<file path="src/design/cpu_pkg.sv">
package cpu_pkg;

  localparam int DATA_WIDTH     = 32;
  localparam int REG_ADDR_WIDTH = 4;
  localparam int PC_WIDTH       = 8; // word address into imem

  typedef enum logic [3:0] {
    NOP  = 4'd0,
    ADD,
    SUB,
    AND,
    OR,
    ADDI,
    LW,
    SW,
    BEQ
  } opcode_e;

  typedef struct packed {
    opcode_e                   opcode;
    logic [REG_ADDR_WIDTH-1:0] rd;
    logic [REG_ADDR_WIDTH-1:0] ra;
    logic [REG_ADDR_WIDTH-1:0] rb;
    logic [15:0]               unused;
  } r_instr_t;

  // sw: rd is the data register; beq: rd is the second operand, imm a word offset from pc
  typedef struct packed {
    opcode_e                   opcode;
    logic [REG_ADDR_WIDTH-1:0] rd;
    logic [REG_ADDR_WIDTH-1:0] ra;
    logic [19:0]               imm;
  } i_instr_t;

  typedef union packed {
    r_instr_t r_view;
    i_instr_t i_view;
  } instr_t;

  typedef struct packed {
    logic                      valid;
    logic [PC_WIDTH-1:0]       pc;
    opcode_e                   opcode;
    logic [REG_ADDR_WIDTH-1:0] rd;
    logic                      we;
    logic [DATA_WIDTH-1:0]     op_a;
    logic [DATA_WIDTH-1:0]     op_b;
    logic [DATA_WIDTH-1:0]     imm;
    logic [DATA_WIDTH-1:0]     st_data;
  } dec_t;

  typedef struct packed {
    logic                      valid;
    logic [PC_WIDTH-1:0]       pc;
    logic [REG_ADDR_WIDTH-1:0] rd;
    logic                      we;
    logic                      is_load;
    logic                      is_store;
    logic [DATA_WIDTH-1:0]     result;
    logic [DATA_WIDTH-1:0]     st_data;
  } exe_t;

  typedef struct packed {
    logic                      valid;
    logic [PC_WIDTH-1:0]       pc;
    logic [REG_ADDR_WIDTH-1:0] rd;
    logic                      we;
    logic [DATA_WIDTH-1:0]     data;
  } wb_t;

  typedef struct packed {
    logic                      valid;
    logic [PC_WIDTH-1:0]       pc;
    logic [REG_ADDR_WIDTH-1:0] rd;
    logic                      wr_en;
    logic [DATA_WIDTH-1:0]     data;
  } retire_t;

  typedef struct packed {
    logic                  cyc;
    logic                  stb;
    logic                  we;
    logic [31:0]           adr; // byte address
    logic [DATA_WIDTH-1:0] dat;
  } wb_m2s_t;

  typedef struct packed {
    logic                  ack;
    logic [DATA_WIDTH-1:0] dat;
  } wb_s2m_t;

endpackage

</file>
<file path="src/design/mem_stage.sv">
`timescale 1ns/100ps

module mem_stage (
  input  logic              clk_i,
  input  logic              rst_i,
  input  cpu_pkg::exe_t     exe_i,
  output cpu_pkg::wb_m2s_t  wb_o,
  input  cpu_pkg::wb_s2m_t  wb_i,
  output logic              stall_o,
  output cpu_pkg::wb_t      wbk_o
);

  logic busy_q; // bus cycle in flight
  logic mem_op;

  assign mem_op = exe_i.valid && (exe_i.is_load || exe_i.is_store);

  // two states: idle, then busy from request until ack
  always_ff @(posedge clk_i) begin
    if (!rst_i) begin
      busy_q <= 1'b0;
    end else if (!busy_q) begin
      busy_q <= mem_op;
    end else if (wb_i.ack) begin
      busy_q <= 1'b0; // cyc and stb drop the cycle after ack
    end
  end

  // address and data come straight from the execute register,
  // which the stall keeps frozen for the whole transfer
  always_comb begin
    wb_o.cyc = busy_q;
    wb_o.stb = busy_q;
    wb_o.we  = exe_i.is_store;
    wb_o.adr = exe_i.result;
    wb_o.dat = exe_i.st_data;
  end

  assign stall_o = mem_op && !(busy_q && wb_i.ack);

  // load data is taken in the ack cycle by the writeback register
  always_comb begin
    wbk_o.valid = exe_i.valid;
    wbk_o.pc    = exe_i.pc;
    wbk_o.rd    = exe_i.rd;
    wbk_o.we    = exe_i.we;
    wbk_o.data  = exe_i.is_load ? wb_i.dat : exe_i.result;
  end

  // relies on cpu holding the execute register while stalled
  assert property (@(posedge clk_i) disable iff (!rst_i)
    (wb_o.stb && !wb_i.ack) |=>
      (wb_o.stb && $stable({wb_o.we, wb_o.adr, wb_o.dat})))
    else $error("wishbone request changed before ack");

endmodule

</file>
<file path="config.mk">
export PLATFORM = sky130hd
export DESIGN_NAME = mem_stage
export DESIGN_NICKNAME = d
export VERILOG_FILES = /design/src/design/cpu_pkg.sv /design/src/design/mem_stage.sv
export SDC_FILE = /design/constraint.sdc
export NUM_CORES = 1
export LEC_CHECK = 0
export BUFFER_PORTS_ARGS = -buffer_cell sky130_fd_sc_hd__buf_2
export CORE_AREA = 5 5 85 87
export DETAILED_ROUTE_END_ITERATION = 10
export DIE_AREA = 0 0 90 92
export PLACE_DENSITY = 0.74
export SLEW_MARGIN = 20
export SYNTH_ARGS = -nofsm -noshare
export SYNTH_HDL_FRONTEND = slang
export SYNTH_SLANG_ARGS = --single-unit
export TNS_END_PERCENT = 30
</file>
<file path="constraint.sdc">
create_clock -name clk_i -period 2.1 [get_ports clk_i]
set_clock_uncertainty 0.1 [all_clocks]
set_input_delay 0.105 -clock clk_i [delete_from_list [all_inputs] [get_ports clk_i]]
set_output_delay 0.105 -clock clk_i [all_outputs]
set_load 0.02 [all_outputs]
</file>
---- Yosys cells after proc, flatten, opt, wreduce, memory -nomap -nowiden ----
Cells that the tools add are included.
storage, ports and cells
  bits in registers ....................... 1
  output and inout port bits .............. 114
  bits of input ports ..................... 115
  bits in read-only memories .............. 0
  memories ................................ 0
  RAM bits ................................ 0
  latch bits .............................. 0
cells by class
  equality and inequality tests ........... 0
  divide/modulo/power cells ............... 0
  shift operators ......................... 0
  multiply operators ...................... 0
  muxes and demuxes ....................... 3
  reduce and logical (&&, ||, !) cells .... 5
  $add $sub $neg .......................... 0
  bitwise gates (word level) .............. 0
  order comparisons ....................... 0
operators with widths
  cell               count
  $mux 32            1
  $logic_and 1x1->1  3
  $mux 1             2
  $logic_not 1->1    1
  $logic_or 1x1->1   1

---- Longest topological paths before layout ----
  depth in word-level cells ............... 3
  mapped depth ............................ 3
  mapped depth without buffers ............ 2

---- Least setup slack after synthesis ----
No wires, ideal clock.
  path kind ............................... input to output
  from .................................... input exe_i[65] (netlist name)
  to ...................................... output wbk_o[0] (netlist name)
  arrival ................................. 0.697 ns
  cell stages on the path ................. 3
  buffers on the path ..................... 2
  slack ................................... 1.198 ns
  path through ............................ buf_6 > buf_12 > mux2_4
RTL lines
  item         line             RTL
  from (decl)  mem_stage.sv:6   input cpu_pkg::exe_t exe_i,
  to (decl)    mem_stage.sv:10  output cpu_pkg::wb_t wbk_o

==> out/qor.yml <==
required_ps: 1890
worstMarginPinSlew_ps: 353.5
cts_setup_buffers: 0
critPathKind: "input port to primary output"
via_per_inst: 3.776
power.leakage_nw: 0.8263
io_buffers: 138
worstHoldStart: "exe_i[10]"
hold_violations: 0
die_h_um: 92
synth_nets: 238
firstDrtPassIters: 3
fmaxAchievable_mhz: 795.1
dr_total_vias: 963
die_w_um: 90
synth.avg_cell_area_um2: 9.765
hold_buffers: 0
finalNetCount: 295
end_kind: "primary output"
clk_latency_ps: 0
largest_reg_flops: 1
synth_largest_area_cell: "buf_4"
core_area_mm2: 0.006277
synth_edf_count: 0
rows: 29
dr.first_iter.drc_count: 5
layout_setup_ws_ps: 842.3
synth_area_mm2: 0.001201
synthDistinctLibCells: 10
grt_pass1_vias: 981
drcViolationCount: 0
top_register: "busy_q"
initial_core_util_pct: 19.13
ant_nets: 0
grt-ovfl-total: 0
layout_min_cycle_time_ps: 1258
critPathLaunchType: "input port"
setup-tns-final_ps: 0
dpl_worst_slack_ps: 834.0
r2r-start: "busy_q$_SDFF_PN0_"
synth_common_cells: "buf_4, mux2_4, buf_12"
hold_path_class: "input port to primary output"
syn_to_final_growth_pct: 10.21
cts_resized: 0
finalCritPeriodShare_pct: 59.89
slew_headroom_pct: 76.43
drv_slew: 0
yosysTopAreaCellShare_pct: 50.63
drt-wirelength-per-cell_um: 13.13
power.density_cell_area_mw_per_mm2: 300.6
ios: 229
dpl.hpwl_um: 3120
path_max_fanout: 20
grtUsageTotal_pct: 6.607
synth_seq_cells: 1
reg.largest.list: "busy_q x1"
ys_seq_area_share_pct: 1.667
finalSetupViolCount: 0
max_cap_viol_count: 0
arrival_ps: 1050
total_power_w: 0.0003979
synthesis.instances: 123
synthTopCellsByArea: "buf_4, mux2_4, buf_12"
drive_gt1_share_pct: 96.63
synth.most_common_cell: "buf_4"
synth-main-ff-cell: "dfxtp_1"
antenna_found_initial: 0
outcome: "finished clean"
ys_warn_count: 0
nFillCells: 701
synthArstFlopShare_pct: 0
diodes: 0
die_area_mm2: 0.008280
ir_drop_mv: 0.1550
grt_pass1_wl_um: 4926
gp_congestion: 0.6320
rsz0062_at_grt: "false"
startpoint: "exe_i[65]"
grt_start_max_net_pins: 21
wirelength_um: 3347
worst max-delay path: stages:
cell and delay, ps:
buf_2 90, buf_4 320, mux2_2 370, buf_2 160
through the flow:
stage | area [um2] | hold slack, ps | instances | util, %
floorplan | 1201 | 148.9 | 123 | -
global route | 1324 | 110.0 | 255 | 21.09
finish | 1324 | 110.0 | 255 | 21.09
global placement | 1324 | 110.1 | 255 | 21.09
detailed placement | 1324 | 110.1 | 255 | 21.09
CTS | 1324 | 110.1 | 255 | 21.09
kinds of logic (layout without fill, tap and decap cells):
group | Yosys count | in the layout | share of synthesized area [%]
DFF | 1 | 1 | 1.667
AOI/OAI and AO/OA | 3 | 3 | 1.250
buffers and inverters | 85 | 140 | 56.56
and+or+nand+nor | 2 | 2 | 1.146
muxes | 32 | 32 | 39.37
layout by cell type (no fill, tap or decap), drive strengths merged:
master and count:
buf 140, nand3b 1, mux2 32, nand2b 1
o21ai 2, dfxtp 1, a21oi 1
routing by layer:
layer | track usage, % | routed length, um | up-vias
met5 | 0 | 0 | -
met3 | 3.273 | 550 | 28
met4 | 2.605 | 115 | 0
met2 | 13.48 | 1752 | 76
met1 | 5.214 | 928 | 428
li1 | - | - | 431
final timing paths:
path	end	slack [ps]	cells after the start
setup / recovery	wbk_o[29]	840	4
hold / removal	wb_o[10]	110	0
setup reg to reg	busy_q$_SDFF_PN0_	1310	2
hold reg to reg	busy_q$_SDFF_PN0_	440	2
cell type report:
class / count / area, um2 / share of cell area (%)
repair buffers: 140 / 705.7 / 53.31
multi-input cells: 37 / 501.7 / 37.90
well taps: 77 / 96.34 / 7.278
flip-flops and latches: 1 / 20.02 / 1.512
power breakdown:
group          leakage [nW]  switching [W]  internal (W)
registers           0.00829     0.00000196     0.0000210
logic                 0.818       0.000198      0.000177
clock network             0              0             0
total                 0.826       0.000200      0.000198
No activity file was read; power rests on OpenSTA's default activity.
