File: src/design/cpu_pkg.sv
package cpu_pkg;

  localparam int DATA_WIDTH     = 32;
  localparam int REG_ADDR_WIDTH = 4;
  localparam int PC_WIDTH       = 8; // word address into imem

  typedef enum logic [3:0] {
    NOP  = 4'd0,
    ADD,
    SUB,
    AND,
    OR,
    ADDI,
    LW,
    SW,
    BEQ
  } opcode_e;

  typedef struct packed {
    opcode_e                   opcode;
    logic [REG_ADDR_WIDTH-1:0] rd;
    logic [REG_ADDR_WIDTH-1:0] ra;
    logic [REG_ADDR_WIDTH-1:0] rb;
    logic [15:0]               unused;
  } r_instr_t;

  // sw: rd is the data register; beq: rd is the second operand, imm a word offset from pc
  typedef struct packed {
    opcode_e                   opcode;
    logic [REG_ADDR_WIDTH-1:0] rd;
    logic [REG_ADDR_WIDTH-1:0] ra;
    logic [19:0]               imm;
  } i_instr_t;

  typedef union packed {
    r_instr_t r_view;
    i_instr_t i_view;
  } instr_t;

  typedef struct packed {
    logic                      valid;
    logic [PC_WIDTH-1:0]       pc;
    opcode_e                   opcode;
    logic [REG_ADDR_WIDTH-1:0] rd;
    logic                      we;
    logic [DATA_WIDTH-1:0]     op_a;
    logic [DATA_WIDTH-1:0]     op_b;
    logic [DATA_WIDTH-1:0]     imm;
    logic [DATA_WIDTH-1:0]     st_data;
  } dec_t;

  typedef struct packed {
    logic                      valid;
    logic [PC_WIDTH-1:0]       pc;
    logic [REG_ADDR_WIDTH-1:0] rd;
    logic                      we;
    logic                      is_load;
    logic                      is_store;
    logic [DATA_WIDTH-1:0]     result;
    logic [DATA_WIDTH-1:0]     st_data;
  } exe_t;

  typedef struct packed {
    logic                      valid;
    logic [PC_WIDTH-1:0]       pc;
    logic [REG_ADDR_WIDTH-1:0] rd;
    logic                      we;
    logic [DATA_WIDTH-1:0]     data;
  } wb_t;

  typedef struct packed {
    logic                      valid;
    logic [PC_WIDTH-1:0]       pc;
    logic [REG_ADDR_WIDTH-1:0] rd;
    logic                      wr_en;
    logic [DATA_WIDTH-1:0]     data;
  } retire_t;

  typedef struct packed {
    logic                  cyc;
    logic                  stb;
    logic                  we;
    logic [31:0]           adr; // byte address
    logic [DATA_WIDTH-1:0] dat;
  } wb_m2s_t;

  typedef struct packed {
    logic                  ack;
    logic [DATA_WIDTH-1:0] dat;
  } wb_s2m_t;

endpackage

File: src/design/alu_stage.sv
`timescale 1ns/100ps

module alu_stage (
  input  cpu_pkg::dec_t                dec_i,
  output cpu_pkg::exe_t                exe_o,
  output logic                         branch_taken_o,
  output logic [cpu_pkg::PC_WIDTH-1:0] branch_target_o
);

  logic is_beq;

  assign is_beq = dec_i.valid && (dec_i.opcode == cpu_pkg::BEQ);

  always_comb begin
    exe_o.valid    = dec_i.valid;
    exe_o.pc       = dec_i.pc;
    exe_o.rd       = dec_i.rd;
    exe_o.we       = dec_i.we;
    exe_o.is_load  = dec_i.valid && (dec_i.opcode == cpu_pkg::LW);
    exe_o.is_store = dec_i.valid && (dec_i.opcode == cpu_pkg::SW);
    exe_o.st_data  = dec_i.st_data;
    case (dec_i.opcode)
      cpu_pkg::ADD, cpu_pkg::ADDI, cpu_pkg::LW, cpu_pkg::SW: begin
        exe_o.result = dec_i.op_a + dec_i.op_b; // byte address for lw and sw
      end
      cpu_pkg::SUB: begin
        exe_o.result = dec_i.op_a - dec_i.op_b;
      end
      cpu_pkg::AND: begin
        exe_o.result = dec_i.op_a & dec_i.op_b;
      end
      cpu_pkg::OR: begin
        exe_o.result = dec_i.op_a | dec_i.op_b;
      end
      default: begin
        exe_o.result = '0; // nop, beq
      end
    endcase
  end

  assign branch_taken_o  = is_beq && (dec_i.op_a == dec_i.op_b);
  assign branch_target_o = dec_i.pc + dec_i.imm[cpu_pkg::PC_WIDTH-1:0]; // word offset

endmodule

File: config.mk
export PLATFORM = sky130hd
export DESIGN_NAME = alu_stage
export DESIGN_NICKNAME = d
export VERILOG_FILES = /design/src/design/cpu_pkg.sv /design/src/design/alu_stage.sv
export SDC_FILE = /design/constraint.sdc
export NUM_CORES = 1
export LEC_CHECK = 0
export BUFFER_PORTS_ARGS = -buffer_cell sky130_fd_sc_hd__buf_2
export CAP_MARGIN = 20
export CORE_ASPECT_RATIO = 1.1
export CORE_MARGIN = 2
export CORE_UTILIZATION = 30
export DETAILED_ROUTE_END_ITERATION = 8
export GPL_ROUTABILITY_DRIVEN = 0
export SETUP_SLACK_MARGIN = 0.05
export SLEW_MARGIN = 10
export SYNTH_ARGS = -nofsm -noshare
export SYNTH_HDL_FRONTEND = slang
export SYNTH_SLANG_ARGS = --single-unit
File: constraint.sdc
create_clock -name vclk -period 5.8
set_input_delay 0.29 -clock vclk [all_inputs]
set_output_delay 0.29 -clock vclk [all_outputs]
set_load 0.01 [all_outputs]
Word level (Yosys, flattened, before mapping):

Cells that the tools add are included.
W data, S select, Z words.

* flip-flop bits (word level): 0
* bits of input ports: 146
* output and inout bits: 89
* logic and storage cells: 20

* $add $sub $neg: 3
* equal/unequal tests: 9
* multiplexer cells: 1
* bitwise logic cells: 2
* reduce and logical (&&, ||, !) cells: 5

Operators by type and width (number)
* $pmux W32 S4: 1
* $add A32 B32 Y32: 1
* $and A32 B32 Y32: 1
* $eq A32 B32 Y1: 1
* $or A32 B32 Y32: 1
* $sub A32 B32 Y32: 1
* $eq A4 B3 Y1 const B: 4
* $add A8 B8 Y8: 1
* $eq A4 B2 Y1 const B: 2
* $eq A4 B1 Y1 const B: 1
* $eq A4 B4 Y1 const B: 1
* $logic_and A1 B1 Y1: 4
* $reduce_or A4 Y1: 1

Depth between registers and ports, before layout:

* depth after elaboration: 3
* mapped depth: 11
* depth with buffers taken out: 11

Worst setup path before layout:

OpenSTA, ideal clock, no wires.

* kind: input-to-output
* from: in dec_i[64] in the netlist's numbering
* to: out exe_o[48] in the netlist's numbering
* arrival time: 2.818 ns
* data required time: 5.510 ns
* path slack: 2.692 ns
* cell stages on the path: 10
* buffers on the path: 0
* path through: ha_1 fa_1 a21o_1 a221o_1 a311o_1 a31o_1 a21oi_2 nor2_1 a211o_1 a221o_1

RTL lines
* start: declaration: line alu_stage.sv:4 `input cpu_pkg::dec_t dec_i,`
* end: declaration: line alu_stage.sv:5 `output cpu_pkg::exe_t exe_o,`

==> flow_metrics.env <==
export IMPL_fillers=2123
export IMPL_cp_cell_sequence="buf_2 > inv_1 > ha_1 > nor4_1 > nand3_1 > o41ai_2 > a21boi_1 > o21a_1 > o311ai_0 > buf_2"
export IMPL_dp_cells=1141
export IMPL_ys_warnings_count=0
export IMPL_synth_xor_area_share_pct=1.827
export IMPL_pre_cts_slack_ps=1957
export IMPL_viasPerCell=5.611
export IMPL_synth_cell_type_count=76
export IMPL_whs_path_depth=0
export IMPL_stdcell_area_sq_um=6251
export IMPL_cp_max_fo=13
export IMPL_cp_slowest_cell="nor4_1"
export IMPL_synth_top_area_share_pct=24.15
export IMPL_grt_pass1_wl_um=30180
export IMPL_rsz0062_at_grt="no"
export IMPL_multi_input_area_sq_um=4828
export IMPL_swShare_pct=60.46
export IMPL_fp_row_count=53
export IMPL_synth_simple_area_share_pct=18.29
export IMPL_critical_path_endpoint_type="output pin"
export IMPL_finalHoldViolations=0
export IMPL_drc_errors=0
export IMPL_nets=1156
export IMPL_timing_fmax_mhz=264.7
export IMPL_grt_max_degree=35
export IMPL_start_util_pct=30.33
export IMPL_tightest_slew_ps=840.7
export IMPL_cts_resized=0
export IMPL_powerDensity_nw_per_um2=100.0
export IMPL_p_leak_nw=3.171
export IMPL_num_io_pins=235
export IMPL_cap_violations=0
export IMPL_pwr_share_seq_pct=0
export IMPL_slew_headroom_pct=43.95
export IMPL_area_growth_pct=8.680
export IMPL_grt_pass1_vias=6094
export IMPL_hold_path_class="input port to output pin"
export IMPL_overflow=0
export IMPL_drtIter0Drc=593
export IMPL_min_to="exe_o[11]"
export IMPL_final_period_utilization_pct=65.14
export IMPL_dr_pass1_iters=5
export IMPL_synth_area_leaders="ha_1, inv_1, a21oi_1, buf_4, nor2_1"
export IMPL_dieArea_sq_um=20300
export IMPL_vias=6402
export IMPL_seq_area_sq_um=0
export IMPL_io_buffers=137
export IMPL_netlist_area_sq_um=5752
export IMPL_clock_power_share_pct=0
export IMPL_hold_buffers=0
export IMPL_synth_compound_area_share_pct=37.70
export IMPL_nFlopsAndLatches=0
export IMPL_fin_tns_setup_ps=0
export IMPL_worstPathArrival_ps=3490
export IMPL_cp_required_ps=5510
export IMPL_route_detailed_wl_per_inst_um=16.50
export IMPL_synthMuxAreaShare_pct=0.5221
export IMPL_antenna_found_initial=0
export IMPL_synth_top_family_by_area="compound AO/OA/AOI/OAI gates"
export IMPL_post_synth_cell_area_avg_sq_um=6.799
export IMPL_synthTopCellsByCount="ha_1, inv_1, nor2_1"
export IMPL_clkbuf_count=0
export IMPL_drive_above_1_share_pct=18.01
export IMPL_cp_common_cell="buf_2"
export IMPL_antenna_cells=0
export IMPL_place_area_sq_um=6251
export IMPL_hpwl_um=15080
export IMPL_yosys_cell_count_top_type="ha_1"
export IMPL_synthCells=846
export IMPL_p_switching_mw=0.3780
export IMPL_post_cts_buffers=0
export IMPL_core_sq_um=18970
export IMPL_fin_crit_ps=3778
export IMPL_power_mw=0.6252
export IMPL_die_h_um=149.2
export IMPL_min_from="dec_i[11]"
export IMPL_die_w_um=136.0
export IMPL_synth_largest_area_cell="ha_1"
export IMPL_ir_worst_vdd_mv=0.04538
export IMPL_critical_path_startpoint_type="input port"
export IMPL_p_int_mw=0.2472
export IMPL_yosysSeqAreaShare_pct=0
export IMPL_status="complete, no violations"
export IMPL_syn_num_nets=1106
export IMPL_antenna_left=0
export IMPL_finalSetupViolations=0
export IMPL_final_cells=1141
export IMPL_slew_violations=0
export IMPL_crit_type="input port to output pin"
export IMPL_p_comb_share_pct=100.0
export IMPL_groute_usage_overall_pct=17.68
export IMPL_setup_ws_ps=2022
export IMPL_synth_fa_ha_area_share_pct=25.19
export IMPL_drt_wl_total_um=18830
export IMPL_critPathMaxStageDelay_ps=600
metal layers:
layer / share of wire, % / GRT usage, % / up-vias
li1: - / - / 3125
met2: 45 / 30.25 / 258
met5: 0 / 0 / -
met1: 45 / 23.52 / 2974
met4: 2.0 / 4.219 / 0
met3: 7.3 / 2.141 / 45
power groups by stage:
stage / Clock (mW) / Combinational (mW) / Sequential [mW]
after floorplan: 0 / 0.452 / 0
after global placement: 0 / 0.612 / 0
after detailed placement: 0 / 0.616 / 0
after CTS: 0 / 0.619 / 0
after global routing: 0 / 0.691 / 0
final: 0 / 0.625 / 0
metrics by stage:
step	util, %	hold WS [ps]
2_1_floorplan	-	629.5
3_3_place_gp	32.96	580.1
3_5_place_dp	32.96	580.1
4_1_cts	32.96	580.1
5_1_grt	32.96	580.0
6_report	32.96	580.0
layout by cell type, fill, tap and decap left out, types with 10 or more instances in the layout:
master,netlist,final
o221ai_1,18,18
o31ai_1,11,11
nor3_1,14,14
inv_1,105,105
nand2_1,45,45
buf_2,10,137
o21bai_1,18,18
nand3_1,15,15
ha_1,111,111
nor2_1,80,79
a21oi_1,75,75
a21o_1,18,18
a221o_1,27,27
o21ai_0,28,28
nand2b_1,10,10
nor4_1,11,11
final cells by class:
class | count | share of cell area [%]
multi-input combinational | 647 | 77.24
timing repair buffer | 141 | 11.45
inverter | 106 | 6.365
tap | 247 | 4.944
cell families (layout without fill, tap and decap cells):
logic type,after synthesis,in the layout
AOI/OAI and AO/OA,299,299
xor gates and xnor gates,12,12
adders and majority gates,114,114
buffers and inverters,199,247
muxes,3,3
and+or+nand+nor,219,219
critical path: cells and delay by family:
family	cells	cell delay [ps]
AOI/OAI and AO/OA	4	1490
adders and majority gates	1	480
buffers and inverters	3	380
and+or+nand+nor	2	830
worst max-delay path by stage:
stage          startpoint         to  depth (start not counted)
6_report        dec_i[84]  exe_o[59]                         10
5_1_grt         dec_i[83]  exe_o[59]                         10
4_1_cts         dec_i[83]  exe_o[59]                         10
3_5_place_dp    dec_i[83]  exe_o[59]                         10
3_3_place_gp    dec_i[84]  exe_o[59]                         10
2_1_floorplan   dec_i[64]  exe_o[48]                         10
Power figures use the tool's default switching activity.
