### config.mk
export PLATFORM = sky130hd
export DESIGN_NAME = decode_stage
export DESIGN_NICKNAME = d
export VERILOG_FILES = /design/src/design/cpu_pkg.sv /design/src/design/decode_stage.sv
export SDC_FILE = /design/constraint.sdc
export NUM_CORES = 1
export LEC_CHECK = 0
export BUFFER_PORTS_ARGS = -buffer_cell sky130_fd_sc_hd__buf_4
export CORE_AREA = 2 2 99 101
export DETAILED_ROUTE_END_ITERATION = 12
export DIE_AREA = 0 0 101 103
export GPL_TIMING_DRIVEN = 0
export REMOVE_ABC_BUFFERS = 1
export SYNTH_ARGS = -nofsm -noshare
export SYNTH_HDL_FRONTEND = slang
export SYNTH_SLANG_ARGS = --single-unit
### constraint.sdc
create_clock -name vclk -period 1.3
set_input_delay 0.065 -clock vclk [all_inputs]
set_output_delay 0.065 -clock vclk [all_outputs]
set_load 0.03 [all_outputs]
### src/design/cpu_pkg.sv
package cpu_pkg;

  localparam int DATA_WIDTH     = 32;
  localparam int REG_ADDR_WIDTH = 4;
  localparam int PC_WIDTH       = 8; // word address into imem

  typedef enum logic [3:0] {
    NOP  = 4'd0,
    ADD,
    SUB,
    AND,
    OR,
    ADDI,
    LW,
    SW,
    BEQ
  } opcode_e;

  typedef struct packed {
    opcode_e                   opcode;
    logic [REG_ADDR_WIDTH-1:0] rd;
    logic [REG_ADDR_WIDTH-1:0] ra;
    logic [REG_ADDR_WIDTH-1:0] rb;
    logic [15:0]               unused;
  } r_instr_t;

  // sw: rd is the data register; beq: rd is the second operand, imm a word offset from pc
  typedef struct packed {
    opcode_e                   opcode;
    logic [REG_ADDR_WIDTH-1:0] rd;
    logic [REG_ADDR_WIDTH-1:0] ra;
    logic [19:0]               imm;
  } i_instr_t;

  typedef union packed {
    r_instr_t r_view;
    i_instr_t i_view;
  } instr_t;

  typedef struct packed {
    logic                      valid;
    logic [PC_WIDTH-1:0]       pc;
    opcode_e                   opcode;
    logic [REG_ADDR_WIDTH-1:0] rd;
    logic                      we;
    logic [DATA_WIDTH-1:0]     op_a;
    logic [DATA_WIDTH-1:0]     op_b;
    logic [DATA_WIDTH-1:0]     imm;
    logic [DATA_WIDTH-1:0]     st_data;
  } dec_t;

  typedef struct packed {
    logic                      valid;
    logic [PC_WIDTH-1:0]       pc;
    logic [REG_ADDR_WIDTH-1:0] rd;
    logic                      we;
    logic                      is_load;
    logic                      is_store;
    logic [DATA_WIDTH-1:0]     result;
    logic [DATA_WIDTH-1:0]     st_data;
  } exe_t;

  typedef struct packed {
    logic                      valid;
    logic [PC_WIDTH-1:0]       pc;
    logic [REG_ADDR_WIDTH-1:0] rd;
    logic                      we;
    logic [DATA_WIDTH-1:0]     data;
  } wb_t;

  typedef struct packed {
    logic                      valid;
    logic [PC_WIDTH-1:0]       pc;
    logic [REG_ADDR_WIDTH-1:0] rd;
    logic                      wr_en;
    logic [DATA_WIDTH-1:0]     data;
  } retire_t;

  typedef struct packed {
    logic                  cyc;
    logic                  stb;
    logic                  we;
    logic [31:0]           adr; // byte address
    logic [DATA_WIDTH-1:0] dat;
  } wb_m2s_t;

  typedef struct packed {
    logic                  ack;
    logic [DATA_WIDTH-1:0] dat;
  } wb_s2m_t;

endpackage

### src/design/decode_stage.sv
`timescale 1ns/100ps

module decode_stage (
  input  logic                               valid_i,
  input  logic [cpu_pkg::PC_WIDTH-1:0]       pc_i,
  input  cpu_pkg::instr_t                    instr_i,
  output logic [cpu_pkg::REG_ADDR_WIDTH-1:0] rs_a_o,
  output logic [cpu_pkg::REG_ADDR_WIDTH-1:0] rs_b_o,
  input  logic [cpu_pkg::DATA_WIDTH-1:0]     rd_a_i,
  input  logic [cpu_pkg::DATA_WIDTH-1:0]     rd_b_i,
  output cpu_pkg::dec_t                      dec_o
);

  cpu_pkg::opcode_e              op;
  logic [cpu_pkg::DATA_WIDTH-1:0] imm_ext;

  assign op      = instr_i.r_view.opcode;
  assign imm_ext = {{(cpu_pkg::DATA_WIDTH - $bits(instr_i.i_view.imm)){instr_i.i_view.imm[19]}},
                    instr_i.i_view.imm};

  // sw and beq read their second register from the rd field
  assign rs_a_o = instr_i.r_view.ra;
  assign rs_b_o = (op == cpu_pkg::SW || op == cpu_pkg::BEQ) ? instr_i.i_view.rd
                                                            : instr_i.r_view.rb;

  always_comb begin
    dec_o         = '0;
    dec_o.valid   = valid_i;
    dec_o.pc      = pc_i;
    dec_o.rd      = instr_i.r_view.rd;
    dec_o.op_a    = rd_a_i;
    dec_o.op_b    = rd_b_i;
    dec_o.imm     = imm_ext;
    dec_o.st_data = rd_b_i;
    dec_o.opcode  = cpu_pkg::NOP; // squashed slots decode as nop
    if (valid_i) begin
      dec_o.opcode = op;
      case (op)
        cpu_pkg::ADD, cpu_pkg::SUB, cpu_pkg::AND, cpu_pkg::OR: dec_o.we = 1'b1;
        cpu_pkg::ADDI, cpu_pkg::LW: begin
          dec_o.we   = 1'b1;
          dec_o.op_b = imm_ext;
        end
        cpu_pkg::SW:  dec_o.op_b = imm_ext; // address = ra + imm
        cpu_pkg::BEQ: dec_o.op_b = rd_b_i;
        cpu_pkg::NOP: dec_o.op_b = '0;
        default:      dec_o.opcode = cpu_pkg::NOP; // unknown opcode
      endcase
    end
  end

endmodule

Word-level counts from Yosys, hierarchy flattened
Cells that the tools add are included.
{"block": "word_totals", "reg_bits": 0, "latchBits": 0, "ramBits": 0, "rom_bits": 0, "output_inout_bits": 154, "mem_count": 0}
{"block": "classes", "n_addsub": 0, "mul": 0, "n_div": 0, "magnitude_cmp": 0, "n_eq_ne": 8, "shifts": 0, "muxes": 7, "n_bitwise": 0, "reduce_logical": 5}
{"op": "$pmux 32 s2", "count": 1}
{"op": "$mux 32", "count": 1}
{"op": "$eq 4x3->1 const B", "count": 4}
{"op": "$mux 4", "count": 3}
{"op": "$reduce_or 9->1", "count": 1}
{"op": "$eq 4x2->1 const B", "count": 2}
{"op": "$reduce_or 6->1", "count": 1}
{"op": "$eq 4x1->1 const B", "count": 1}
{"op": "$eq 4x4->1 const B", "count": 1}
{"op": "$logic_not 4->1", "count": 1}
{"op": "$reduce_or 3->1", "count": 1}
{"op": "$mux 1", "count": 2}
{"op": "$logic_or 1x1->1", "count": 1}

Longest topological paths before layout
Gate-level depths: netlist of the first run.
{"block": "logic_depth", "depth_word": 4, "ltp_mapped": 4, "ltp_nobuf": 3}

Worst setup path after synthesis of the first run
OpenSTA, ideal clock, no wires.
{"block": "synth_timing", "path_type": "input -> output", "startpoint": "input port instr_i[30] in the netlist's numbering", "endpoint": "output port dec_o[128] in the netlist's numbering", "arrival_ns": 1.125, "required_ns": 1.235, "slack_ns": 0.110, "stages": 2, "n_path_buf": 0, "cell_sequence": "and3_1 nor4_1"}
{"item": "from (decl)", "line": "decode_stage.sv:6", "rtl": "input cpu_pkg::instr_t instr_i,"}
{"item": "to (decl)", "line": "decode_stage.sv:11", "rtl": "output cpu_pkg::dec_t dec_o"}

Final worst setup path of the first run
{"block": "layout_timing", "startpoint": "input port instr_i[30] in the netlist's numbering", "endpoint": "output port rs_b_o[2] in the netlist's numbering"}
{"block": "layout_between", "elab_chain_cells": 3, "elab_cells_between_ends": 4}
{"item": "$eq 4x3->1 or $eq 4x4->1 (tied branches)", "line": "decode_stage.sv:23", "rtl": "assign rs_b_o = (op == cpu_pkg::SW || op == cpu_pkg::BEQ) ? instr_i.i_view.rd"}
{"item": "$logic_or 1x1->1 (*)", "line": "decode_stage.sv:23"}
{"item": "$mux 4 (*)", "line": "decode_stage.sv:23"}
{"item": "to (decl)", "line": "decode_stage.sv:8", "rtl": "output logic [cpu_pkg::REG_ADDR_WIDTH-1:0] rs_b_o,"}
Mark *: on every way between the ends. The rest lies on a longest branch, timed or not.

==> results of run 1 <==
logic make-up (layout without fill, tap and decap cells):
family	after synthesis	after routing	share of synthesized area, %
buffers and inverters	119	182	65.7
AO/OA/AOI/OAI	35	36	21.5
AND/OR/NAND/NOR	14	14	8.37
multiplexers	4	4	4.47
other	0	4	0
per-layer routing:
layer | GRT usage, % | up-vias | wire length (µm) | part of all wire, %
met3 | 17.2 | 6 | 2120 | 25
met4 | 0 | 2 | 9 | 0.11
met1 | 15.3 | 614 | 3000 | 36
met2 | 18.3 | 174 | 3290 | 39
li1 | - | 604 | - | -
met5 | 0.481 | - | 16 | 0.19
layout make-up:
class,instances,area [µm²]
Fill cell,1036,7340
Tap cell,114,143
Multi-Input combinational cell,54,504
Inverter,1,3.75
Timing Repair Buffer,181,1460
Antenna cell,4,10.0
cells in the mapped netlist:
cell type,number
or4b_4,1
o21ai_2,2
and2_1,3
buf_4,113
and2b_2,1
nor3_1,1
a21o_1,13
o21a_1,1
nand4b_1,1
inv_1,1
buf_2,4
nand2_4,1
nand3b_1,1
nor4_1,1
nor2_1,2
nor3b_4,1
a22o_1,19
mux2_4,4
buf_6,1
and3_1,1
power by group through the flow:
stage                 Clock, mW  Combinational, mW  Sequential, mW
floorplan                     0              0.324               0
finish              0.000000412               1.17               0
global route                  0               1.22               0
global placement              0               1.10               0
detailed placement            0               1.10               0
CTS                           0               1.16               0
repair_timing:
action / in CTS / in global routing
gates resized for setup: 19 / 2
pin swaps: 5 / 2
hold buffers: 0 / 0
setup buffers: 6 / 4
setup endpoints to repair: 36 / 24
cloned: 1 / 0
worst paths after layout:
kind                        start        end  slack [ns]  cells past startpoint
worst max-delay path  instr_i[30]  rs_b_o[2]       -0.07                      5
worst min-delay path    rd_a_i[0]  dec_o[96]        0.13                      0
placed cells by master (no fill, tap or decap), types with 2 or more instances in the layout:
| master | Yosys | routed |
|---|---|---|
| buf_8 | 0 | 2 |
| and2_1 | 3 | 3 |
| diode_2 | 0 | 4 |
| o21ai_4 | 0 | 2 |
| buf_12 | 0 | 5 |
| buf_4 | 113 | 169 |
| a21o_1 | 13 | 13 |
| mux2_4 | 4 | 4 |
| buf_6 | 1 | 5 |
| a22o_1 | 19 | 19 |
through the flow:
step	TNS (ns)	util [%]	instances
global route	-0.353	22.3	350
detailed placement	-21.49	20.0	339
floorplan	-2.91	-	54
global placement	-21.30	20.0	339
finish	-0.235	22.4	354
CTS	-0.318	21.7	346
==> flow_summary.json, run 1 <==
{
  "grt_use_total_pct": 14.0,
  "seqPwrFrac_pct": 0,
  "io_buffers": 171,
  "core_um2": 9460,
  "crit_family": "simple AND/OR/NAND/NOR gates",
  "critPathBufInv": 2,
  "slew_viol_final": 0,
  "hold_violations": 0,
  "yosysUniqueCellTypes": 20,
  "crit_path_start_kind": "input port",
  "dp_slack_ns": -0.706,
  "die-area_um2": 10400,
  "hpwl_mm": 7.21,
  "whs_ns": 0.130,
  "vdd_drop_max_mv": 0.125,
  "power.share.clock_pct": 0,
  "synth_area_leaders": "buf_4, a22o_1, a21o_1",
  "ios": 259,
  "finalCritPeriodShare_pct": 105,
  "start_util_pct": 14.2,
  "syn_inst": 172,
  "yosysTopAreaCell": "buf_4",
  "p_sw_mw": 0.669,
  "cp_max_fo": 4,
  "ant_nets": 0,
  "min_path_type": "in2out",
  "max-cap-violations": 0,
  "yosysSeqAreaShare_pct": 0,
  "design.seq.count": 0,
  "drive_above_1_share_pct": 82.2,
  "fmax_mhz": 733,
  "critical_path_class": "in2out",
  "finalPower_mw": 1.17,
  "ff_latch_area_um2": 0,
  "cpMaxStageDelayCell": "or4b_4",
  "dieHeight_um": 103,
  "cellPowerDensity_nw_per_um2": 553,
  "area_delta_synth_final_pct": 57.3,
  "n_clock_buffer": 0,
  "grt_max_degree": 20,
  "fin_crit_ns": 1.37,
  "post_dp_cell_area_um2": 1890,
  "crit_required_ns": 1.24,
  "setup_viol": 4,
  "relSlewSlack_pct": 75.5,
  "routed_via_density": 3.95,
  "wl_per_cell_um": 23.8,
  "slowest_delay_ns": 0.54,
  "drt-total-wl_mm": 8.43,
  "antenna_found_initial": 5,
  "violations": "negative setup slack",
  "tightest_slew_ns": 0.367,
  "p_leak_nw": 1.20,
  "cp.arrival_ns": 1.30,
  "fin_area_um2": 2120,
  "status": "finished with violations",
  "globalplace.congestion": 0.768,
  "synth_area_um2": 1350,
  "p_int_mw": 0.500,
  "nNetsFinal": 343,
  "p_sw_share_pct": 57.2,
  "rsz0062_at_grt": "yes",
  "synth.top_cell.area_share_pct": 63.1,
  "grt_pass1_wl_mm": 9.62,
  "row_count": 36,
  "die_x_um": 101,
  "synth_warnings": 0,
  "p_comb_share_pct": 100.0,
  "drcViolationCount": 0,
  "grt_pass1_vias": 1165,
  "setup_ws_ns": -0.0652,
  "syn_avg_cell_area_um2": 7.82,
  "dr.pass1.iters": 4,
  "end_kind": "output pin",
  "vias": 1400,
  "crit_chain": "buf_12 -> or4b_4 -> nand2_4 -> mux2_4 -> buf_8",
  "initialDrtViolationCount": 50,
  "grt-ovfl-total": 0
}
Note: power is estimated with default switching activity, not from simulation.
==> run 2, diff against run 1 <==
Settings changed: SLEW_MARGIN from default to 20.
Clock period 1.3 ns to 1.74 ns, I/O delays scaled along.
==> flow_summary.json, run 2 (synthesis gave the netlist of run 1 again) <==
{
  "p_leak_nw": 1.11,
  "relSlewSlack_pct": 31.7,
  "most-common-layout-cells": "buf_4, a22o_1, a21o_1, mux2_4, and2_1",
  "fmax_mhz": 608,
  "vdd_drop_max_mv": 0.0953,
  "crit_path_start_kind": "input port",
  "globalplace.congestion": 0.768,
  "min_path_type": "in2out",
  "status": "complete, no violations",
  "grt_util_met1_pct": 13.5,
  "cp.arrival_ns": 1.56,
  "routed_via_density": 4.02,
  "vias": 1380,
  "final_core_util_pct": 20.3,
  "nFillCells": 1055,
  "end_kind": "output pin",
  "start_util_pct": 14.2,
  "design.seq.count": 0,
  "grt-ovfl-total": 0,
  "hpwl_mm": 7.19,
  "fin_area_um2": 1920,
  "die_x_um": 101,
  "wl_per_cell_um": 24.6,
  "grt_pass1_vias": 1127,
  "die-area_um2": 10400,
  "ant_nets": 0,
  "dieHeight_um": 103,
  "tightest_slew_ns": 1.02,
  "fin_tns_setup_ns": 0,
  "finalPower_mw": 0.828,
  "grt_busiest_layer": "met3",
  "finalCritPeriodShare_pct": 94.6,
  "drive_above_1_share_pct": 81.0,
  "initialDrtViolationCount": 47,
  "whs_ns": 0.174,
  "fin_crit_ns": 1.65,
  "nNetsFinal": 333,
  "grtUsageMet3_pct": 18.2,
  "slew_viol_final": 0,
  "area_delta_synth_final_pct": 42.8,
  "use_met2_pct": 16.8,
  "critical_path_class": "in2out",
  "final_common_cell": "buf_4",
  "ff_latch_area_um2": 0,
  "dr.pass1.iters": 4,
  "cellPowerDensity_nw_per_um2": 431,
  "rsz0062_at_grt": "no",
  "core_um2": 9460,
  "hold_violations": 0,
  "grt_use_total_pct": 13.2,
  "row_count": 36,
  "grt_max_degree": 33,
  "setup_ws_ns": 0.0942,
  "drcViolationCount": 0,
  "crit_required_ns": 1.65,
  "ios": 259,
  "post_dp_cell_area_um2": 1900,
  "max-cap-violations": 0,
  "grt_pass1_wl_mm": 9.08,
  "dp_slack_ns": 0.0520,
  "io_buffers": 171,
  "dp.cells": 339,
  "drt-total-wl_mm": 8.43,
  "antenna_found_initial": 4,
  "cp_max_fo": 16,
  "final_cells": 343,
  "setup_viol": 0,
  "n_clock_buffer": 0
}
run 2: cell count changes in the layout (fill, tap and decap cells not counted), sizes merged:
| cell | previous run | this run |
|---|---|---|
| buf | 181 | 171 |
| diode | 4 | 3 |
run 2: worst paths after layout:
path                  cells past startpoint         to   startpoint
worst max-delay path                      5  dec_o[80]  instr_i[29]
worst min-delay path                      0  dec_o[96]    rd_a_i[0]
run 2: report_power, final:
group	internal [mW]	switching, mW	total [mW]	leakage, nW
logic	0.337	0.491	0.828	1.11
clock network	0.000000231	0	0.000000231	0.0000190
registers	0	0	0	0
total	0.337	0.491	0.828	1.11
run 2: worst max-delay path, cell delays in order:
cell and delay (ns):
buf_4 0.14, o21a_1 0.25, o21ai_2 0.68, a22o_1 0.23, buf_4 0.16
run 2: what timing repair did:
item                                    in CTS  in global routing
resized for setup                            0                  1
hold buffers                                 0                  0
endpoints found under the setup margin       0                  8
setup buffers                                0                  0
run 2: final cells by class:
class | instances | area [µm²] | area share (%)
inverters | 1 | 3.75 | 0.195
repair buffers | 171 | 1280 | 66.8
diodes | 3 | 7.51 | 0.391
multi-input cells | 54 | 483 | 25.1
well taps | 114 | 143 | 7.43
run 2: routing by layer:
layer / share of wire, % / routed length, µm / up-vias
met1: 34 / 2860 / 609
met4: 0.083 / 7 / 2
met5: 0.15 / 13 / -
met2: 39 / 3270 / 180
li1: - / - / 583
met3: 27 / 2270 / 6
