--- config.mk ---
export PLATFORM = sky130hd
export DESIGN_NAME = rbank
export DESIGN_NICKNAME = d
export VERILOG_FILES = /design/src/design/cpu_pkg.sv /design/src/design/rbank.sv
export SDC_FILE = /design/constraint.sdc
export NUM_CORES = 1
export LEC_CHECK = 0
export BUFFER_PORTS_ARGS = -buffer_cell sky130_fd_sc_hd__buf_2
export CORE_MARGIN = 1
export CORE_UTILIZATION = 46
export DETAILED_ROUTE_END_ITERATION = 8
export MAX_ROUTING_LAYER = met4
export PLACE_DENSITY = 0.68
export SYNTH_ARGS = -nofsm -noshare
export SYNTH_HDL_FRONTEND = slang
export SYNTH_SLANG_ARGS = --single-unit
--- constraint.sdc ---
create_clock -name clk_i -period 4.97 [get_ports clk_i]
set_clock_uncertainty 0.1 [all_clocks]
set_input_delay 0.7455 -clock clk_i [delete_from_list [all_inputs] [get_ports clk_i]]
set_output_delay 0.7455 -clock clk_i [all_outputs]
set_load 0.005 [all_outputs]
--- src/design/cpu_pkg.sv ---
package cpu_pkg;

  localparam int DATA_WIDTH     = 32;
  localparam int REG_ADDR_WIDTH = 4;
  localparam int PC_WIDTH       = 8; // word address into imem

  typedef enum logic [3:0] {
    NOP  = 4'd0,
    ADD,
    SUB,
    AND,
    OR,
    ADDI,
    LW,
    SW,
    BEQ
  } opcode_e;

  typedef struct packed {
    opcode_e                   opcode;
    logic [REG_ADDR_WIDTH-1:0] rd;
    logic [REG_ADDR_WIDTH-1:0] ra;
    logic [REG_ADDR_WIDTH-1:0] rb;
    logic [15:0]               unused;
  } r_instr_t;

  // sw: rd is the data register; beq: rd is the second operand, imm a word offset from pc
  typedef struct packed {
    opcode_e                   opcode;
    logic [REG_ADDR_WIDTH-1:0] rd;
    logic [REG_ADDR_WIDTH-1:0] ra;
    logic [19:0]               imm;
  } i_instr_t;

  typedef union packed {
    r_instr_t r_view;
    i_instr_t i_view;
  } instr_t;

  typedef struct packed {
    logic                      valid;
    logic [PC_WIDTH-1:0]       pc;
    opcode_e                   opcode;
    logic [REG_ADDR_WIDTH-1:0] rd;
    logic                      we;
    logic [DATA_WIDTH-1:0]     op_a;
    logic [DATA_WIDTH-1:0]     op_b;
    logic [DATA_WIDTH-1:0]     imm;
    logic [DATA_WIDTH-1:0]     st_data;
  } dec_t;

  typedef struct packed {
    logic                      valid;
    logic [PC_WIDTH-1:0]       pc;
    logic [REG_ADDR_WIDTH-1:0] rd;
    logic                      we;
    logic                      is_load;
    logic                      is_store;
    logic [DATA_WIDTH-1:0]     result;
    logic [DATA_WIDTH-1:0]     st_data;
  } exe_t;

  typedef struct packed {
    logic                      valid;
    logic [PC_WIDTH-1:0]       pc;
    logic [REG_ADDR_WIDTH-1:0] rd;
    logic                      we;
    logic [DATA_WIDTH-1:0]     data;
  } wb_t;

  typedef struct packed {
    logic                      valid;
    logic [PC_WIDTH-1:0]       pc;
    logic [REG_ADDR_WIDTH-1:0] rd;
    logic                      wr_en;
    logic [DATA_WIDTH-1:0]     data;
  } retire_t;

  typedef struct packed {
    logic                  cyc;
    logic                  stb;
    logic                  we;
    logic [31:0]           adr; // byte address
    logic [DATA_WIDTH-1:0] dat;
  } wb_m2s_t;

  typedef struct packed {
    logic                  ack;
    logic [DATA_WIDTH-1:0] dat;
  } wb_s2m_t;

endpackage

--- src/design/rbank.sv ---
`timescale 1ns/100ps

module rbank (
  input  logic                               clk_i,
  input  logic                               rst_i,
  input  logic                               wr_en_i,
  input  logic [cpu_pkg::REG_ADDR_WIDTH-1:0] wr_reg_i,
  input  logic [cpu_pkg::DATA_WIDTH-1:0]     wr_data_i,
  input  logic [cpu_pkg::REG_ADDR_WIDTH-1:0] rd_reg_a_i,
  input  logic [cpu_pkg::REG_ADDR_WIDTH-1:0] rd_reg_b_i,
  output logic [cpu_pkg::DATA_WIDTH-1:0]     reg_a_data_o,
  output logic [cpu_pkg::DATA_WIDTH-1:0]     reg_b_data_o
);

  localparam int NUM_REGS = 2 ** cpu_pkg::REG_ADDR_WIDTH;

  logic [cpu_pkg::DATA_WIDTH-1:0] regs_q [NUM_REGS];

  always_ff @(posedge clk_i) begin
    if (!rst_i) begin
      for (int i = 0; i < NUM_REGS; i++) begin
        regs_q[i] <= '0;
      end
    end else if (wr_en_i && (wr_reg_i != '0)) begin
      regs_q[wr_reg_i] <= wr_data_i; // r0 stays zero
    end
  end

  // no write-through, a write is visible from the next cycle
  assign reg_a_data_o = regs_q[rd_reg_a_i];
  assign reg_b_data_o = regs_q[rd_reg_b_i];

endmodule

---- Word level (Yosys, flattened, before mapping) ----
Memories as Yosys holds them, arrays and structs flattened.
Index checks and enable logic that the tools add are counted.
operators by class
  reduce and logical (&&, ||, !) cells .... 3
  multiplexer cells ....................... 7
operator list
  cell               count
  $mux 32            1
  $reduce_or 32->1   1
  $mux 1             5
  $mux 4             1
  $reduce_bool 4->1  1
  $logic_and 1x1->1  1
storage, ports and cells
  register bits ........................... 0
  input bits .............................. 47
  memory bits (writable) .................. 512
  memories ................................ 1
memories
  name    depth  width  read ports  clocked after Yosys merged registers in  write ports  line         RTL
  regs_q  16     32     2           0                                        16           rbank.sv:17  logic [cpu_pkg::DATA_WIDTH-1:0] regs_q [NUM_REGS];

---- Depth between registers and ports, before layout ----
Gate-level depths: netlist of run 1.
  depth after elaboration ................. 7
  depth in mapped cells ................... 5

---- Worst setup path after synthesis of run 1 ----
No wires, ideal clock.
  path type ............................... input-to-reg
  start ................................... in rst_i
  end ..................................... mem regs_q[5][0] (netlist bit), enable pin
  stages .................................. 3
  data arrival time ....................... 3.491 ns
  path buffers ............................ 1
  required time ........................... 4.404 ns
  setup slack ............................. 0.913 ns
  cell sequence ........................... buf_2 -> nand4b_1 -> o21ai_0
RTL lines
  element          line         RTL
  start, declared  rbank.sv:5   input logic rst_i,
  end, declared    rbank.sv:17

---- Worst setup path in the final report of run 1 ----
  start ................................... in rd_reg_b_i[0] (netlist bit)
  end ..................................... out reg_b_data_o[18] (netlist bit)
between the ends
  longest elaborated chain between the ends .. 1
ends and longest elaborated chain
  element          line         RTL
  start, declared  rbank.sv:10  input logic [cpu_pkg::REG_ADDR_WIDTH-1:0] rd_reg_b_i,
  $mem_v2 16x32    -
  end, declared    rbank.sv:12  output logic [cpu_pkg::DATA_WIDTH-1:0] reg_b_data_o
No other way between the ends.

==> metrics, run 1 <==
layout cells sized above 1 roughly 30%; measured slew at the worst slew-check pin approximately 1100 ps; number of max-cap violations 0; sequential fraction of the synthesis area 58.4%; flip-flop count of the largest register after layout a little over 500; Remaining Overflow, GRT 0; biggest fanout along the worst timing path 37; RSZ-0062 raised after global routing false; number of cells in the finished layout apart from fillers 2,543; remaining antenna violation count 0; Setup crit end kind output port; starting density of the core about 47%; accumulated negative setup slack 0 ps; Critical Path Start Type input port; busiest grt layer met2; worst-case clock buffer depth 3; antenna violations before repair 2; switching component of the power around 2500 uW; switching part of the total power around a quarter; number of synthesized register bits just over 500; Pleak around 0.010 uW; wire length of the first global-routing pass around 110,000 um; count of nets after finishing 1,792; distinct cell type count of the synthesized netlist 21; final max-slew violation count 0; area enclosed by the die boundary between 50,000 and 60,000 um2; total count of hold-check failures in the final report 0; arrival time of data at the critical path endpoint roughly 2900 ps; hold-critical path endpoint regs_q[1][24]; number of design rule violations left after detail routing 0; standard-cell row count 87; Flop pwr share between 40% and 50%; peak supply drop ~0.00031 V; registers with the most flip-flops regs_q x512; proportion of power drawn by combinational gates between 10% and 20%; met3 layer usage reported by global route 6.16%; Tot GR Track Use around 29%; final weighted congestion in routability-driven placement about 0.81; setup violators final 0; hold wc startpoint wr_data_i[24]; via count of the first global-routing pass 16,500; count of synthesis-stage warnings from yosys 0; deepest level of the CTS H-tree 2; Post-CTS Repair Setup Buffers 0; global-route met1 utilization a little under two fifths; Min Clock Period, post-route ~3700 ps; Die X-Extent roughly 240 um; Post-Route WL between 70,000 and 80,000 um; fmax around 270 MHz; classification of the worst setup path input port to output port; TritonCTS clock tree built; required arrival time at the worst endpoint between 4000 and 5000 ps; mean post-synth cell area approximately 16 um2; maximum number of pins on one net before global-route repair 60; instance count of the mapped netlist roughly 1,700; number of buffer cells added on primary ports 110; Clock Root Buffer sky130_fd_sc_hd__clkbuf_16; result of the run finished clean; via count normalized by instance count roughly 6.4; number of cells traversed by the worst hold path 2; core area approximately 56,000 um2; sum of net half-perimeters after detailed placement around 46,000 um; clock transition at the register clock pins on the worst setup and hold paths after CTS ~60 ps; Num CTS Buffers 54; total power a little over 10,000 uW; Internal Pwr Total around 7900 uW; routed len/inst just over 30 um; synthesis-to-finish area growth 13.7%; HP Class input port to flop; part of the cycle the worst path needs about 74%; first-pass detailed-route iteration total 5; TritonCTS Sinks 512; fraction of power consumed by the clock network approximately two fifths; worst max-slew margin expressed relative to the limit 23.9%; Initial DRC Count ~2,000; I/O pin cnt between 100 and 150; pwr/cell area 346 nW/um2; post-cts hold buffer count 0; met2 global-route usage roughly 44%; register with the most flip-flops regs_q; area of the mapped netlist between 20,000 and 30,000 um2; number of cells upsized or downsized after cts 0; cell total after placement about 2,400; die boundary height ~240 um; total number of vias 16,200
[worst max-delay path, cell delays in order]
cell                       delay [ps]
sky130_fd_sc_hd__clkbuf_8         430
sky130_fd_sc_hd__buf_4            490
sky130_fd_sc_hd__mux4_2           590
sky130_fd_sc_hd__a22oi_1          220
sky130_fd_sc_hd__nand2_1          140
sky130_fd_sc_hd__buf_2            160
[layout by cell type (no fill, tap or decap), types with 5 or more instances in the layout]
cell type	n
sky130_fd_sc_hd__a22oi_1	128
sky130_fd_sc_hd__and2_1	480
sky130_fd_sc_hd__buf_12	17
sky130_fd_sc_hd__buf_2	106
sky130_fd_sc_hd__buf_4	44
sky130_fd_sc_hd__bufinv_16	5
sky130_fd_sc_hd__clkbuf_1	8
sky130_fd_sc_hd__clkbuf_16	57
sky130_fd_sc_hd__clkinv_1	17
sky130_fd_sc_hd__clkinv_2	7
sky130_fd_sc_hd__conb_1	32
sky130_fd_sc_hd__edfxtp_1	512
sky130_fd_sc_hd__mux4_2	256
sky130_fd_sc_hd__nand2_1	65
sky130_fd_sc_hd__nor2_4	14
sky130_fd_sc_hd__o21ai_4	12
[layer usage]
metal | up-vias | wire (um)
met4 | 0 | 2580
met2 | 965 | 37600
li1 | 6585 | -
met5 | - | 0
met1 | 8489 | 31100
met3 | 170 | 7930
[kinds of logic after synthesis]
logic type,after synthesis,synth area share (%)
mux,256,21.9
compound gates,140,3.88
flops,512,58.4
other cells,1,0.0142
simple gates,577,13.0
buf+inv,166,2.77
[how the worst max path moves through the flow]
stage	start	endpoint	slack [ps]
floorplan	rst_i	regs_q[5][0]	910
global placement	rst_i	regs_q[8][13]	1050
detailed placement	rst_i	regs_q[8][13]	1030
CTS	rd_reg_b_i[0]	reg_b_data_o[18]	1280
global route	rd_reg_b_i[0]	reg_b_data_o[18]	1140
finish	rd_reg_b_i[0]	reg_b_data_o[18]	1280
[Yosys cell counts]
cell type | n | area, um2
sky130_fd_sc_hd__edfxtp_1 | 512 | 15400
sky130_fd_sc_hd__and2_1 | 482 | 3020
sky130_fd_sc_hd__mux4_2 | 256 | 5770
sky130_fd_sc_hd__a22oi_1 | 128 | 961
sky130_fd_sc_hd__clkbuf_1 | 111 | 417
sky130_fd_sc_hd__nand2_1 | 65 | 244
sky130_fd_sc_hd__buf_4 | 20 | 150
sky130_fd_sc_hd__buf_1 | 19 | 71.3
sky130_fd_sc_hd__nor2_1 | 14 | 52.6
sky130_fd_sc_hd__buf_2 | 13 | 65.1
sky130_fd_sc_hd__o21ai_0 | 12 | 60.1
sky130_fd_sc_hd__nand2b_1 | 5 | 31.3
sky130_fd_sc_hd__nor2b_1 | 4 | 25.0
sky130_fd_sc_hd__buf_6 | 2 | 22.5
sky130_fd_sc_hd__nand4b_1 | 2 | 17.5
sky130_fd_sc_hd__nor3_2 | 2 | 20.0
sky130_fd_sc_hd__conb_1 | 1 | 3.75
sky130_fd_sc_hd__inv_1 | 1 | 3.75
sky130_fd_sc_hd__nand4_1 | 1 | 6.26
sky130_fd_sc_hd__nand4bb_1 | 1 | 11.3
sky130_fd_sc_hd__nor3_1 | 1 | 5.00
[per-stage QoR]
step	area, um2	setup WS (ps)	util [%]	hold slack (ps)
final	29900	1280	53.0	464
after global routing	29900	1140	53.0	468
after CTS	29900	1280	53.0	445
after detailed placement	28200	1030	49.9	1090
after global placement	28200	1050	49.9	1080
after floorplan	26400	913	-	844
[area by class of cell]
cell class	instances	area, um2
Clock inverter	32	274
Antenna cell	1	2.50
Fill cell	4522	26600
Inverter	1	3.75
Clock buffer	65	1460
Tap cell	756	946
Timing Repair Buffer	171	1250
Sequential cell	512	15400
Multi-Input combinational cell	1005	10600
[power by group through the flow]
stage	Combinational (uW)	Clock (uW)	Sequential, uW
floorplan	738	0	5180
global placement	1180	0	5190
detailed placement	1190	0	5220
CTS	1200	4050	5130
global route	1260	4220	5160
finish	1200	4020	5140
No activity file was read; power rests on OpenSTA's default activity.
==> run 2, diff against run 1 <==
clock period = 3.6 ns   (was 4.97 ns; I/O delays follow)
==> metrics, run 2 (synthesized netlist as in run 1, its figures left out) <==
TritonCTS clock tree built; layout cells sized above 1 30.1%; clock transition at the register clock pins on the worst setup and hold paths after CTS approximately 60 ps; part of the cycle the worst path needs 84.2%; pwr/cell area ~470 nW/um2; final weighted congestion in routability-driven placement between 0.7 and 0.8; Post-CTS Repair Setup Buffers 0; setup violators final 0; result of the run finished clean; worst max-slew margin expressed relative to the limit 15.9%; starting density of the core between 40% and 50%; via count of the first global-routing pass 16,500; Min Clock Period, post-route ~3000 ps; most common cell after layout, fill and taps aside sky130_fd_sc_hd__edfxtp_1; Pleak roughly 0.010 uW; number of cells traversed by the worst hold path 2; worst hold slack across all endpoints 272 ps; commonest cells after routing, fill and taps aside 512 x sky130_fd_sc_hd__edfxtp_1, 480 x sky130_fd_sc_hd__and2_1, 256 x sky130_fd_sc_hd__mux4_2, 128 x sky130_fd_sc_hd__a22oi_1, 106 x sky130_fd_sc_hd__buf_2; remaining antenna violation count 0; number of cells in the finished layout apart from fillers 2,561; number of design rule violations left after detail routing 0; Clock Root Buffer sky130_fd_sc_hd__clkbuf_16; deepest level of the CTS H-tree 2; first-pass detailed-route iteration total 5; biggest fanout along the worst timing path 21; Post-Route WL 76,700 um; post-cts hold buffer count 0; total number of vias about 16,000; hold wc startpoint wr_data_i[10]; Remaining Overflow, GRT 0; final core utilization a little over half; peak supply drop ~0.00033 V; Die X-Extent between 200 and 250 um; standard-cell row count 87; maximum number of pins on one net before global-route repair 53; Setup crit end kind output port; routed len/inst ~30 um; Num CTS Buffers 54; number of cells upsized or downsized after cts 0; hold-critical path endpoint regs_q[5][10]; cell total after placement 2,457; synthesis-to-finish area growth 13.9%; number of buffer cells added on primary ports 110; core area approximately 56,000 um2; count of nets after finishing about 1,800; registers with the most flip-flops regs_q x512; number of max-cap violations 0; sum of net half-perimeters after detailed placement ~45,000 um; area enclosed by the die boundary roughly 58,000 um2; antenna violations before repair 5; fmax 330 MHz; final max-slew violation count 0; measured slew at the worst slew-check pin between 1000 and 1500 ps; register with the most flip-flops regs_q; Initial DRC Count 1,994; total count of hold-check failures in the final report 0; TritonCTS Sinks between 500 and 600; RSZ-0062 raised after global routing false; wire length of the first global-routing pass about 110,000 um; HP Class input port to flop; flip-flop count of the largest register after layout 512; Tot GR Track Use around 28%; via count normalized by instance count ~6.4; die boundary height about 240 um; worst-case clock buffer depth 3; required arrival time at the worst endpoint 2960 ps; I/O pin cnt about 110; Critical Path Start Type input port; arrival time of data at the critical path endpoint roughly 2400 ps; classification of the worst setup path input port to output port
==> run 2: power by group <==
group	internal [uW]	switching [uW]
logic	757	889
clock network	2930	2280
registers	6920	170
total	10600	3340
==> run 2: worst max-delay path: stages <==
cell and delay [ps]:
sky130_fd_sc_hd__clkbuf_8 280, sky130_fd_sc_hd__buf_4 360, sky130_fd_sc_hd__mux4_2 550, sky130_fd_sc_hd__a22oi_1 380, sky130_fd_sc_hd__nand2_1 100, sky130_fd_sc_hd__buf_2 150
==> run 2: metal layers <==
layer  vias to the layer above  part of all wire [%]  track usage (%)
met3                       144                   9.7             4.87
met1                      8591                    39             37.2
met5                         -                     0                -
met2                       935                    49             44.1
li1                       6620                     -                -
met4                         0                   2.4             7.63
==> run 2: final cells by class <==
cell class / count / area, um2
inverter: 1 / 3.75
antenna: 6 / 15.0
clock inverter: 25 / 159
multi-input combinational: 1005 / 10600
sequential: 512 / 15400
fill: 4523 / 26500
tap: 756 / 946
timing repair buffer: 183 / 1400
clock buffer: 73 / 1440
==> run 2: how the worst max path moves through the flow <==
stage / from / to / slack, ps
2_1_floorplan: rst_i / regs_q[5][0] / -250
3_3_place_gp: rd_reg_a_i[0] / reg_a_data_o[1] / 540
3_5_place_dp: rd_reg_a_i[0] / reg_a_data_o[1] / 570
4_1_cts: rd_reg_a_i[0] / reg_a_data_o[1] / 560
5_1_grt: rd_reg_a_i[0] / reg_a_data_o[1] / 470
6_report: rd_reg_a_i[0] / reg_a_data_o[1] / 570
==> run 2: per-stage QoR <==
stage	instance area (um2)	power [uW]	setup slack, ps	TNS (ps)
after global routing	30000	14400	465	0
final	30000	13900	570	0
after detailed placement	28400	8840	575	0
after global placement	28400	8790	538	0
after CTS	30000	14000	561	0
after floorplan	26400	8170	-252	-51100
==> run 3, diff against run 2 <==
PLACE_DENSITY = 0.71   (was 0.68)
clock period = 2.61 ns   (was 3.6 ns; I/O delays follow)
==> metrics, run 3 (synthesized netlist as in run 1, its figures left out) <==
worst-case clock buffer depth 3; total power 19,500 uW; final max-slew violation count 0; cell total after placement between 2,000 and 2,500; flip-flop count of the largest register after layout between 500 and 600; accumulated negative setup slack 0 ps; deepest level of the CTS H-tree 2; Initial DRC Count around 1,900; count of nets after finishing about 1,800; classification of the worst setup path flop to output port; worst max-slew margin expressed relative to the limit 22.2%; Remaining Overflow, GRT 0; register with the most flip-flops regs_q; number of cells in the finished layout apart from fillers about 2,600; routed len/inst about 29 um; result of the run finished clean; measured slew at the worst slew-check pin around 1200 ps; CP peak stage delay around 490 ps; Num CTS Buffers 52; most common cell after layout, fill and taps aside sky130_fd_sc_hd__edfxtp_1; wire length of the first global-routing pass between 100,000 and 150,000 um; area enclosed by the die boundary about 58,000 um2; end point of the critical path reg_b_data_o[20]; number of buffer cells added on primary ports 110; arrival time of data at the critical path endpoint 2100 ps; required arrival time at the worst endpoint about 2100 ps; pwr/cell area 638 nW/um2; via count of the first global-routing pass 16,800; die boundary height around 240 um; worst setup path startpoint regs_q[3][20]; number of max-cap violations 0; total count of hold-check failures in the final report 0; synthesis-to-finish area growth 16.0%; family of cells with the greatest summed delay on the critical path multiplexers; HP Class input port to flop; switching component of the power ~4600 uW; core area approximately 56,000 um2; final weighted congestion in routability-driven placement about 0.83; proportion of power drawn by combinational gates between 10% and 20%; fraction of power consumed by the clock network between 30% and 40%; TritonCTS clock tree built; final core utilization between 50% and 60%; Post-CTS Repair Setup Buffers 0; via count normalized by instance count ~6.3; peak supply drop ~0.00049 V; switching part of the total power a little under a quarter; Clock Root Buffer sky130_fd_sc_hd__clkbuf_16; I/O pin cnt around 110; post-cts hold buffer count 0; maximum number of pins on one net before global-route repair between 40 and 50; remaining antenna violation count 0; standard-cell row count 87; final instance area around 31,000 um2; Setup crit end kind output port; layout cells sized above 1 approximately 32%; Placed Instance Area approximately 29,000 um2; cell-by-cell trace of the critical path mux4_2 -> a22oi_1 -> nand2_1 -> buf_2; Post-Route WL approximately 75,000 um; Die X-Extent 241 um; number of buffer and inverter instances along the worst setup path 1; clock transition at the register clock pins on the worst setup and hold paths after CTS about 60 ps; fmax 386 MHz; commonest cells after routing, fill and taps aside 512 x sky130_fd_sc_hd__edfxtp_1, 480 x sky130_fd_sc_hd__and2_1, 256 x sky130_fd_sc_hd__mux4_2, 123 x sky130_fd_sc_hd__a22oi_1, 106 x sky130_fd_sc_hd__buf_2; first-pass detailed-route iteration total 6; setup violators final 0; TritonCTS Sinks just over 500; antenna violations before repair 4; starting density of the core 46.6%; number of design rule violations left after detail routing 0; Pleak 0.0107 uW; Critical Path Start Type flop; Min Clock Period, post-route between 2000 and 3000 ps; registers with the most flip-flops regs_q x512; total number of vias around 16,000; sum of net half-perimeters after detailed placement approximately 46,000 um; Flop pwr share 50.2%; biggest fanout along the worst timing path 2; library cell contributing the largest single delay on the critical path sky130_fd_sc_hd__mux4_2; Tot GR Track Use between 20% and 30%; part of the cycle the worst path needs between 90% and 100%; Internal Pwr Total 14,800 uW; number of cells on the critical path 4
-- run 3: changes by cell type in the layout (fill, tap and decap cells not counted), moves of 5 or more --
cell                       delta
sky130_fd_sc_hd__a22oi_1      -5
sky130_fd_sc_hd__a22oi_2      +5
sky130_fd_sc_hd__buf_12      +23
sky130_fd_sc_hd__buf_4       +10
sky130_fd_sc_hd__clkbuf_1     -8
-- run 3: metrics by stage --
step / hold WS (ps) / setup slack (ps)
CTS: 112 / 5.30
finish: 126 / 18.7
floorplan: 490 / -248
global route: 149 / -0.612
global placement: 741 / 121
detailed placement: 747 / 61.9
-- run 3: repair_timing --
item / in CTS / in global routing
pin swaps: 0 / 0
gates resized for setup: 2 / 3
setup endpoints to repair: 2 / 3
endpoints found under the hold margin: 0 / 0
-- run 3: area by class of cell --
cell class / count / area [um2]
fillers: 4434 / 25900
flip-flops and latches: 512 / 15400
multi-input cells: 1005 / 10600
repair buffers: 216 / 1940
clock buffers: 63 / 1360
well taps: 756 / 946
clock inverters: 28 / 263
diodes: 3 / 7.51
inverters: 1 / 3.75
-- run 3: worst min-delay path by stage --
stage / depth (start not counted) / slack [ps] / to / startpoint
floorplan: 1 / 490 / regs_q[13][0] / wr_data_i[0]
global placement: 2 / 740 / regs_q[8][19] / wr_data_i[19]
detailed placement: 2 / 750 / regs_q[8][12] / wr_data_i[12]
CTS: 2 / 110 / regs_q[12][19] / wr_data_i[19]
global route: 2 / 150 / regs_q[10][12] / wr_data_i[12]
finish: 2 / 130 / regs_q[14][12] / wr_data_i[12]
-- run 3: layer usage --
layer	track usage [%]	vias to the layer above	part of all wire, %
met4	9.80	0	2.9
met2	44.5	930	50
met1	36.2	8384	38
met3	3.42	158	9.1
met5	-	-	0
li1	-	6684	-
-- run 3: power by group through the flow --
stage	Clock (uW)	Combinational, uW	Sequential, uW
after floorplan	0	1410	9850
after global routing	7690	2490	9830
after CTS	7400	2360	9770
final	7340	2360	9780
after global placement	0	2320	9890
after detailed placement	0	2350	9940
